==> config.mk <==
export PLATFORM = sky130hd
export DESIGN_NAME = result_serializer
export DESIGN_NICKNAME = d
export VERILOG_FILES = /design/src/ed25519_pkg.sv /design/src/result_serializer.sv
export VERILOG_INCLUDE_DIRS = /design/src
export SDC_FILE = /design/constraint.sdc
export NUM_CORES = 1
export LEC_CHECK = 0
export ABC_CLOCK_PERIOD_IN_PS = 15300
export BUFFER_PORTS_ARGS = -buffer_cell sky130_fd_sc_hd__buf_2
export CAP_MARGIN = 40
export CORE_ASPECT_RATIO = 0.5
export CORE_UTILIZATION = 53
export DETAILED_ROUTE_END_ITERATION = 8
export PLACE_DENSITY = 0.79
export SETUP_SLACK_MARGIN = 0.2
export SLEW_MARGIN = 20
export SYNTH_ARGS = -nofsm -noshare
export SYNTH_HDL_FRONTEND = slang
export SYNTH_SLANG_ARGS = --single-unit
export TNS_END_PERCENT = 100
==> constraint.sdc <==
create_clock -name i_clk -period 15.3 [get_ports i_clk]
set_clock_uncertainty 0.05 [all_clocks]
set_input_delay 1.53 -clock i_clk [delete_from_list [all_inputs] [get_ports i_clk]]
set_output_delay 1.53 -clock i_clk [all_outputs]
set_load 0.005 [all_outputs]
==> src/ed25519_config.svh <==
`ifndef ED25519_CONFIG_SVH
`define ED25519_CONFIG_SVH

// field element width, one spare bit above 2^255
`define FE_W 256

// result stream, x words then y words
`define OUT_W 64
`define OUT_WORDS 8

// q = 2^255 - 19
`define FIELD_Q 256'h7fffffffffffffffffffffffffffffffffffffffffffffffffffffffffffffed
`define CURVE_D 256'h52036cee2b6ffe738cc740797779e89800700a4d4141d8ab75eb4dca135978a3

`define DBL_STEPS 7 // multiplies per doubling
`define ADD_STEPS 11 // multiplies per addition
`define INV_BITS 255 // exponent bits of q - 2

`endif
==> src/ed25519_pkg.sv <==
`default_nettype none
`include "ed25519_config.svh"

package ed25519_pkg;

	typedef logic [`FE_W-1:0] fe_t;

	// sequencer phases
	typedef enum logic [2:0] {
		IDLE, DOUBLE, ADD, INVERT, AFFINE, EMIT
	} phase_t;

	// a + b mod q, operands below q
	function automatic fe_t fe_add(input fe_t a, input fe_t b);
		logic [`FE_W:0] sum;
		sum = {1'b0, a} + {1'b0, b};
		if (sum >= {1'b0, `FIELD_Q})
		begin
			sum = sum - {1'b0, `FIELD_Q};
		end
		return sum[`FE_W-1:0];
	endfunction

	// a - b mod q
	function automatic fe_t fe_sub(input fe_t a, input fe_t b);
		fe_t diff;
		if (a >= b)
		begin
			diff = a - b;
		end
		else
		begin
			diff = a + (`FIELD_Q - b); // wraps back below q
		end
		return diff;
	endfunction

endpackage

`default_nettype wire

==> src/result_serializer.sv <==
`default_nettype none
`include "ed25519_config.svh"

module result_serializer
(
	input  logic                 i_clk,
	input  logic                 i_rst,
	input  logic                 i_aff_valid,
	input  ed25519_pkg::fe_t     i_aff_x,
	input  ed25519_pkg::fe_t     i_aff_y,
	input  logic                 i_out_ready,
	output logic                 o_out_valid,
	output logic [`OUT_W-1:0]    o_out_data,
	output logic                 o_emit_done
);

	import ed25519_pkg::*;

	localparam int CNT_W = $clog2(`OUT_WORDS);

	fe_t sr_x, sr_y; // x drains first, y follows behind it
	logic [CNT_W-1:0] cnt_q;
	logic valid_q;
	logic xfer;

	assign xfer = valid_q & i_out_ready;
	assign o_out_valid = valid_q;
	assign o_out_data = sr_x[`FE_W-1 -: `OUT_W];
	assign o_emit_done = xfer && (cnt_q == CNT_W'(`OUT_WORDS - 1)); // last word

	always_ff @(posedge i_clk)
	begin
		if (i_aff_valid)
		begin
			{sr_x, sr_y} <= {i_aff_x, i_aff_y};
		end
		else if (xfer)
		begin
			{sr_x, sr_y} <= {sr_x, sr_y} << `OUT_W;
		end
	end

	always_ff @(posedge i_clk)
	begin
		if (i_rst)
		begin
			valid_q <= 1'b0;
			cnt_q <= '0;
		end
		else if (i_aff_valid)
		begin
			valid_q <= 1'b1;
			cnt_q <= '0;
		end
		else if (xfer)
		begin
			cnt_q <= cnt_q + 1'b1;
			if (o_emit_done)
			begin
				valid_q <= 1'b0;
			end
		end
	end

endmodule

`default_nettype wire

==> metrics.md <==
| Metric | Value |
|---|---|
| Routed wirelength normalized by instance count | `roughly 21 um` |
| Weighted congestion reported at the end of routability-driven placement | `about 0.84` |
| Height of the die | `about 150 um` |
| Sum of net half-perimeters after detailed placement | `34,500 um` |
| Layout-stage area growth over the synthesis result | `19.1%` |
| Cell types with the largest area share after synthesis | `edfxtp_1 67%, mux2_4 18%, mux2_2 8.0%, buf_4 2.1%, and2_1 1.7%` |
| Resized Gates After CTS | `0` |
| Clock slew at reported path FFs | `approximately 60 ps` |
| CTS tree | `built` |
| Overall die width | `297 um` |
| Minimum setup slack in the final design | `11,260 ps` |
| Final critical delay including setup and external delays | `approximately 4000 ps` |
| Met2 GRT Util | `38.3%` |
| Mean post-synth cell area | `between 15 and 20 um2` |
| Max Fanout on Critical Path | `between 90 and 100` |
| 1st-iter DRT viols | `approximately 710` |
| Hold EP | `sr_x[25]` |
| Clock Latency Late Sink | `550 ps` |
| Overall routing resource usage | `20.5%` |
| Place WS | `about 10,000 ps` |
| Final setup violating endpoints | `0` |
| Number of enable-type register cells in the synthesized netlist | `512` |
| Outcome | `completed` |
| Commonest cells in the netlist | `512 x edfxtp_1, 284 x mux2_4, 164 x mux2_2, 66 x buf_4, 64 x and2_1` |
| Placeable core region | `roughly 42,000 um2` |
| Startpoint kind of the worst setup timing path | `primary input` |
| Final max-slew violation count | `0` |
| Total number of placement rows | `53` |
| Power per cell area | `around 120 nW/um2` |
| Synth Flop Type | `edfxtp_1` |
| Sequential share of the synthesized area | `between 60% and 70%` |
| Number of hold-slack violations in the final timing report | `0` |
| RSZ-0062 raised after global routing | `false` |
| Crit path kind | `primary input to register` |
| Worst hold slack across all endpoints | `between 400 and 500 ps` |
| Pin count of the biggest net entering global routing | `223` |
| Cts hold-fix bufs | `0` |
| Final period utilization | `approximately a quarter` |
| Cell taking the most area after synthesis | `edfxtp_1` |
| GR Layer Usage met1 | `between 20% and 30%` |
| Initial DRT Pass Iterations | `6` |
| Number of I/O port buffers | `approximately 580` |
| Synthesized instance count | `~1,200` |
| Library cell with the highest instance count after synthesis | `edfxtp_1` |
| Data required, critical path | `approximately 15,000 ps` |
| Number of global-route vias before repair | `about 12,000` |
| Data arrival time at the worst-slack endpoint | `around 4200 ps` |
| Register-to-register path setup slack | `around 12,000 ps` |
| Origin of the worst min-delay path | `sr_y[217]` |
| Starting density of the core | `about 54%` |
| Ratio of cells with drive above 1 in the final layout | `around 64%` |
| Layout Nets | `2,205` |
| Buffer levels on the longest clock path | `3` |
| DRC violations left | `0` |
| Postcts setup bufs | `0` |
| Asr flop ratio synth | `0%` |
| Static leakage power | `0.0114 uW` |
| Number of fillers in the final layout | `3,001` |
| Multi-input gate area | `around 6600 um2` |
| Area of the die | `44,400 um2` |
| Final WL | `48,500 um` |
| Max_slew headroom | `29.5%` |
| Total congestion overflow | `0` |
| I/O pin count | `between 500 and 600` |
| Count of cell types in the netlist | `20` |
| Clock sink total | `between 500 and 600` |
| RR Endpoint | `sr_x[195]` |
| Max Freq | `roughly 250 MHz` |
| Share of the core filled with cells in the final layout | `about two thirds` |
| Count of antenna-violating nets left after detailed routing | `0` |
| Most utilized layer in the global route result | `met2` |
| Root buffer cell | `clkbuf_16` |
| Combined area of all synthesized cells | `~23,000 um2` |
| Routed vias | `roughly 12,000` |
| Met3 routing resource usage after global routing | `3.54%` |
| Maximum level of the CTS H-tree | `2` |
| Post-synth top area share | `about two thirds` |
| First-pass GRT wire length | `68,100 um` |
| Worst slew pin tran | `1060 ps` |
| Post-route non-filler standard cell count | `~2,300` |
| Yosys reg bits | `roughly 520` |
| Synthesis warning total | `0` |
| Sequential cell area | `roughly 15,000 um2` |
| Final TNS setup | `0 ps` |
| Initial antenna violation count | `33` |
| Synthesized Nets | `1,685` |
| Launching point of the worst reg2reg path | `o_out_valid` |
| Cell count of the worst reg-to-reg path | `5` |
| Number of CTS-inserted buffers | `47` |
| Worst IR Drop VDD | `about 76 uV` |
| CP Capture Type | `register` |
| Routed vias/inst | `a little under 5` |
| Hold depth | `1` |
| Cell count after placement | `2,213` |
| Hold crit path type | `register to register` |
| Max-cap violations | `0` |
sequential cells by signal (all words and copies together), names as in the netlist:
name / count
sr_x: 256
o_out_valid: 1
cnt_q: 3
sr_y: 256
report_power, final:
part           internal, uW  switching, uW
Clock                   603            515
Sequential             1720           36.5
Combinational           209            129
Total                  2530            680
cell families after synthesis:
logic type / after synthesis / synth area share, %
simple gates: 69 / 1.87
buf+inv: 123 / 4.21
flops: 516 / 67.0
fa+ha+maj: 2 / 0.108
mux: 448 / 26.5
compound gates: 9 / 0.304
cell type report:
type                            instances  area share (%)
Sequential cell                       516            56.3
Multi-Input combinational cell        528            24.2
Timing Repair Buffer                  594            11.5
Clock buffer                           62            4.49
Tap cell                              577            2.63
Clock inverter                         23           0.624
Antenna cell                           33           0.301
routing by layer:
metal  vias to the layer above  wire length [um]
met2                       263             27200
li1                       5502                 -
met3                       124              1770
met4                         2              2050
met1                      5678             17500
met5                         -                 9
stage by stage:
| step | total power [uW] | cell area [um2] |
|---|---|---|
| floorplan | 2050 | 23100 |
| global placement | 2100 | 25800 |
| detailed placement | 2120 | 25900 |
| CTS | 3230 | 27300 |
| global route | 3310 | 27500 |
| finish | 3210 | 27500 |
cells in the final DEF (no fill, tap or decap), types with 2 or more instances in the layout:
cell,Yosys,routed
mux2_4,284,284
diode_2,0,33
clkinv_1,0,8
buf_2,19,580
buf_16,0,5
clkbuf_16,0,47
clkinv_2,0,8
a21oi_1,3,3
clkinv_4,0,2
dfxtp_1,4,4
clkinvlp_4,0,2
edfxtp_1,512,512
buf_4,66,5
nand3_1,2,2
buf_12,0,3
mux2_2,164,164
and2_1,64,64
clkbuf_1,3,15
ha_1,2,2
a21bo_2,3,3
bufinv_16,0,2
critical path: stages:
cell	delay, ps
buf_8	560
a21o_4	570
buf_4	330
buf_16	280
buf_4	390
buf_16	330
worst max-delay path by stage:
stage | to | start | slack [ps] | depth (start not counted)
after floorplan | sr_x[0] | i_aff_valid | 2130 | 4
after global placement | sr_x[191] | i_aff_valid | 10270 | 4
after detailed placement | sr_x[255] | i_aff_valid | 10430 | 5
after CTS | sr_x[8] | i_aff_valid | 11010 | 5
after global routing | sr_x[195] | i_aff_valid | 11120 | 6
final | sr_x[195] | i_aff_valid | 11260 | 6
Note: power is estimated with default switching activity, not from simulation.
