**config.mk**
```make
export PLATFORM = sky130hd
export DESIGN_NAME = point_sequencer
export DESIGN_NICKNAME = d
export VERILOG_FILES = /design/src/ed25519_pkg.sv /design/src/point_sequencer.sv
export VERILOG_INCLUDE_DIRS = /design/src
export SDC_FILE = /design/constraint.sdc
export NUM_CORES = 1
export LEC_CHECK = 0
export ABC_AREA = 1
export BUFFER_PORTS_ARGS = -buffer_cell sky130_fd_sc_hd__buf_4
export CORE_ASPECT_RATIO = 1.5
export CORE_MARGIN = 4
export CORE_UTILIZATION = 33
export DETAILED_ROUTE_END_ITERATION = 10
export SYNTH_ARGS = -nofsm -noshare
export SYNTH_HDL_FRONTEND = slang
export SYNTH_SLANG_ARGS = --single-unit
```
**constraint.sdc**
```tcl
create_clock -name i_clk -period 17.1 [get_ports i_clk]
set_clock_uncertainty 0.15 [all_clocks]
set_input_delay 3.42 -clock i_clk [delete_from_list [all_inputs] [get_ports i_clk]]
set_output_delay 3.42 -clock i_clk [all_outputs]
set_load 0.005 [all_outputs]
```
**src/ed25519_config.svh**
```systemverilog
`ifndef ED25519_CONFIG_SVH
`define ED25519_CONFIG_SVH

// field element width, one spare bit above 2^255
`define FE_W 256

// result stream, x words then y words
`define OUT_W 64
`define OUT_WORDS 8

// q = 2^255 - 19
`define FIELD_Q 256'h7fffffffffffffffffffffffffffffffffffffffffffffffffffffffffffffed
`define CURVE_D 256'h52036cee2b6ffe738cc740797779e89800700a4d4141d8ab75eb4dca135978a3

`define DBL_STEPS 7 // multiplies per doubling
`define ADD_STEPS 11 // multiplies per addition
`define INV_BITS 255 // exponent bits of q - 2

`endif
```
**src/ed25519_pkg.sv**
```systemverilog
`default_nettype none
`include "ed25519_config.svh"

package ed25519_pkg;

	typedef logic [`FE_W-1:0] fe_t;

	// sequencer phases
	typedef enum logic [2:0] {
		IDLE, DOUBLE, ADD, INVERT, AFFINE, EMIT
	} phase_t;

	// a + b mod q, operands below q
	function automatic fe_t fe_add(input fe_t a, input fe_t b);
		logic [`FE_W:0] sum;
		sum = {1'b0, a} + {1'b0, b};
		if (sum >= {1'b0, `FIELD_Q})
		begin
			sum = sum - {1'b0, `FIELD_Q};
		end
		return sum[`FE_W-1:0];
	endfunction

	// a - b mod q
	function automatic fe_t fe_sub(input fe_t a, input fe_t b);
		fe_t diff;
		if (a >= b)
		begin
			diff = a - b;
		end
		else
		begin
			diff = a + (`FIELD_Q - b); // wraps back below q
		end
		return diff;
	endfunction

endpackage

`default_nettype wire

```
**src/point_sequencer.sv**
```systemverilog
`default_nettype none
`include "ed25519_config.svh"

module point_sequencer
(
	input  logic                 i_clk,
	input  logic                 i_rst,
	input  logic                 i_start,
	input  ed25519_pkg::fe_t     i_scalar,
	input  logic                 i_mul_done,
	input  logic                 i_emit_done,
	output logic                 o_ready,
	output logic                 o_load,
	output logic                 o_mul_start,
	output ed25519_pkg::phase_t  o_phase,
	output logic [3:0]           o_step
);

	import ed25519_pkg::*;

	localparam int IDX_W = $clog2(`FE_W);
	localparam logic [3:0] DBL_LAST = 4'(`DBL_STEPS - 1);
	localparam logic [3:0] ADD_LAST = 4'(`ADD_STEPS - 1);
	localparam logic [3:0] AFF_LAST = 4'd1; // x then y
	localparam fe_t INV_EXP = `FIELD_Q - 2;
	localparam logic [IDX_W-1:0] SCALAR_TOP = IDX_W'(`FE_W - 2); // bit 255 skipped
	localparam logic [IDX_W-1:0] EXP_TOP = IDX_W'(`INV_BITS - 1);

	phase_t phase_q;
	logic [3:0] step_q;
	logic [IDX_W-1:0] idx_q; // scalar bit, then exponent bit
	fe_t scalar_q;
	logic start_q;

	assign o_ready = (phase_q == IDLE);
	assign o_load = o_ready & i_start;
	assign o_mul_start = start_q;
	assign o_phase = phase_q;
	assign o_step = step_q;

	always_ff @(posedge i_clk)
	begin
		if (o_load)
		begin
			scalar_q <= i_scalar;
		end
	end

	always_ff @(posedge i_clk)
	begin
		if (i_rst)
		begin
			phase_q <= IDLE;
			step_q <= '0;
			idx_q <= '0;
			start_q <= 1'b0;
		end
		else
		begin
			start_q <= 1'b0;
			case (phase_q)
				IDLE:
				begin
					if (o_load)
					begin
						phase_q <= DOUBLE;
						step_q <= '0;
						idx_q <= SCALAR_TOP;
						start_q <= 1'b1;
					end
				end
				DOUBLE:
				begin
					if (i_mul_done)
					begin
						start_q <= 1'b1;
						if (step_q != DBL_LAST)
						begin
							step_q <= step_q + 1'b1;
						end
						else
						begin
							step_q <= '0;
							if (scalar_q[idx_q])
							begin
								phase_q <= ADD; // same bit, add P
							end
							else if (idx_q == '0)
							begin
								phase_q <= INVERT;
								idx_q <= EXP_TOP;
							end
							else
							begin
								idx_q <= idx_q - 1'b1;
							end
						end
					end
				end
				ADD:
				begin
					if (i_mul_done)
					begin
						start_q <= 1'b1;
						if (step_q != ADD_LAST)
						begin
							step_q <= step_q + 1'b1;
						end
						else
						begin
							step_q <= '0;
							if (idx_q == '0)
							begin
								phase_q <= INVERT;
								idx_q <= EXP_TOP;
							end
							else
							begin
								phase_q <= DOUBLE;
								idx_q <= idx_q - 1'b1;
							end
						end
					end
				end
				INVERT:
				begin
					if (i_mul_done)
					begin
						start_q <= 1'b1;
						if (step_q == 4'd0 && INV_EXP[idx_q])
						begin
							step_q <= 4'd1; // multiply after the square
						end
						else
						begin
							step_q <= '0;
							if (idx_q == '0)
							begin
								phase_q <= AFFINE;
							end
							else
							begin
								idx_q <= idx_q - 1'b1;
							end
						end
					end
				end
				AFFINE:
				begin
					if (i_mul_done)
					begin
						if (step_q != AFF_LAST)
						begin
							step_q <= step_q + 1'b1;
							start_q <= 1'b1;
						end
						else
						begin
							phase_q <= EMIT; // no multiply from here on
							step_q <= '0;
						end
					end
				end
				EMIT:
				begin
					if (i_emit_done)
					begin
						phase_q <= IDLE;
					end
				end
				default:
				begin
					phase_q <= IDLE;
				end
			endcase
		end
	end

endmodule

`default_nettype wire

```
==> results.ini <==
[outcome]
status = finished clean

[yosys]
synth_cell_type_count = 34
seq_area_frac_synth = 0.677
synthTopCellsByArea = edfxtp_1 (65%), nand2_1 (9.7%), nor2_1 (4.8%), nand3_1 (4.7%), inv_1 (3.4%)
syn_area_per_cell_um2 = 10.3
syn-num-nets = 1415
ys_ff_latch = 273
syn_inst = 1148
yosysWarningCount = 0
synth-edff-count = 256
synth_most_common_cell = nand2_1
synthTopCellsByCount = nand2_1 (307), edfxtp_1 (256), nor2_1 (152)
yosys.area.top_type_share = 0.648
synthFlopType = edfxtp_1
netlist_area_um2 = 11900
async_reset_ff_frac = 0
synth_top_area_cell = edfxtp_1

[timing]
rsz0062_at_grt = false
fin_crit_ns = 7.68
fmax_mhz = 130
max_slew_margin = 0.313
timing.final.crit_share = 0.449
drv_slew = 0
max_slew.worst_pin.slew_ns = 1.03
timing.final.hold_violations = 0
final.setup.tns_ns = 0
finalSetupViolations = 0
finalWorstSetupSlack_ns = 9.42

[run]
maxCapViolCount = 0

[critical_path]
worst-endpoint-required_ns = 13.53
slowest_delay_ns = 0.36
slowest_stage = nor2_4
crit_path_start_kind = input pin
critPathMostFrequentCell = buf_4
worstSetupPathType = input pin to primary output
path_cells = buf_4 > inv_1 > nor2_4 > buf_4
timing.reg2reg.setup_slack_ns = 12.75
arrival_ns = 4.11
r2r_cells = 21
worstReg2RegStart = idx_q[0]
crit_fanout = 3
crit_path_end_kind = primary output

[floorplanning]
ioPinCount = 271
design.die.area_um2 = 39100
dieHeight_um = 240
die_w_um = 163
initial_core_util = 0.336
rows = 84
core_region_area_um2 = 35300

[cts]
cts.clk_slew.worst_paths_ns = 0.06
post-cts-setup-buffers = 0
cts_buffers = 28
hold_buffers = 0
htreeDepth = 1
cts_resized = 0
clockRootBuffer = clkbuf_16
clockBufferDepth = 3
clock_latency_ns = 0.55
cts_tree = done
cts_sinks = 273

[layout]
post-route-util = 0.430
nets = 1673
nFillCells = 3453
drive_gt1_frac = 0.237
area_delta_synth_final_pct = 28.1
instances_no_fill = 1904

[grt]
overflow = 0
grt_pass1_vias = 9082
track_usage = 0.173
grt_pass1_wl_mm = 51.5
grt_max_degree = 78
antenna_found_initial = 5

[hold_path]
hold_depth = 2
hold_path.class = register to register
min_to = o_phase[1]
min_from = o_phase[1]

[route]
wire_per_inst_um = 18.3
wirelength_mm = 34.8
vias = 8866
drt_pre_antenna_iters = 6
routed_via_density = 4.66
drt-initial-drc-count = 670
drc_errors = 0
antenna_left = 0

[place]
gp_congestion = 0.791
place_inst = 1849
place_ws_ns = 9.40
dp_hpwl_mm = 23.7
port_buffers = 270

[power_and_ir_drop]
powerDensity_nw_per_um2 = 154
p_leak_nw = 6.45
irDropWorstVdd_mv = 0.0776

cells in the final DEF (no fill, tap or decap), types with 5 or more instances in the layout:
| cell type | netlist | routed |
|---|---|---|
| a21oi_1 | 16 | 16 |
| buf_4 | 12 | 282 |
| clkbuf_16 | 0 | 29 |
| clkinv_1 | 1 | 5 |
| dfxtp_1 | 17 | 15 |
| diode_2 | 0 | 5 |
| edfxtp_1 | 256 | 256 |
| ha_1 | 6 | 6 |
| inv_1 | 106 | 106 |
| nand2_1 | 307 | 307 |
| nand3_1 | 112 | 112 |
| nand3b_1 | 5 | 5 |
| nor2_1 | 152 | 149 |
| o211ai_1 | 9 | 9 |
| o21ai_0 | 66 | 66 |
| o21ai_1 | 9 | 9 |
layout make-up:
type | count | area (um2) | share of cell area
repair buffers | 282 | 2120 | 0.139
flip-flops and latches | 273 | 8040 | 0.529
well taps | 473 | 592 | 0.0389
clock buffers | 33 | 741 | 0.0487
diodes | 5 | 12.5 | 0.000823
clock inverters | 17 | 154 | 0.0101
multi-input cells | 709 | 3120 | 0.205
inverters | 112 | 423 | 0.0278
per-stage QoR:
stage | instance area, um2 | total power, mW | hold WS (ns)
global route | 15200 | 2.50 | 0.397
finish | 15200 | 2.34 | 0.365
detailed placement | 14300 | 1.76 | 0.348
floorplan | 11900 | 1.53 | 0.336
global placement | 14300 | 1.75 | 0.346
CTS | 15200 | 2.38 | 0.365
flip-flops by register name (all words and copies together) (netlist names), named ones only:
register,cells
idx_q,8
o_mul_start,1
o_phase,3
o_step,4
scalar_q,256
worst max path at each step:
stage	slack [ns]	from	depth (start not counted)	to
after global placement	9.40	i_start	4	o_load
after CTS	9.39	i_start	4	o_load
after floorplan	3.56	i_start	2	o_load
final	9.42	i_start	4	o_load
after detailed placement	9.40	i_start	4	o_load
after global routing	9.40	i_start	4	o_load
power by group:
group | internal (mW) | switching, mW
Combinational | 0.235 | 0.498
Sequential | 0.920 | 0.0831
Clock | 0.341 | 0.261
per-layer routing:
metal,part of all wire,vias up,track usage
met3,0.058,58,0.0310
li1,-,4368,-
met5,0,-,0
met1,0.38,4151,0.202
met4,0.028,0,0.0659
met2,0.53,289,0.315
cell families after synthesis:
kind of cell / share of synthesized area
flops: 0.677
compound gates: 0.0510
simple gates: 0.202
fa+ha+maj: 0.00633
xor+xnor: 0.00222
buf+inv: 0.0613
worst max-delay path: cells and delay by family:
family	cells	cell delay (ns)
AND/OR/NAND/NOR	1	0.36
buffers and inverters	3	0.33
(Power assumes the default switching activity.)
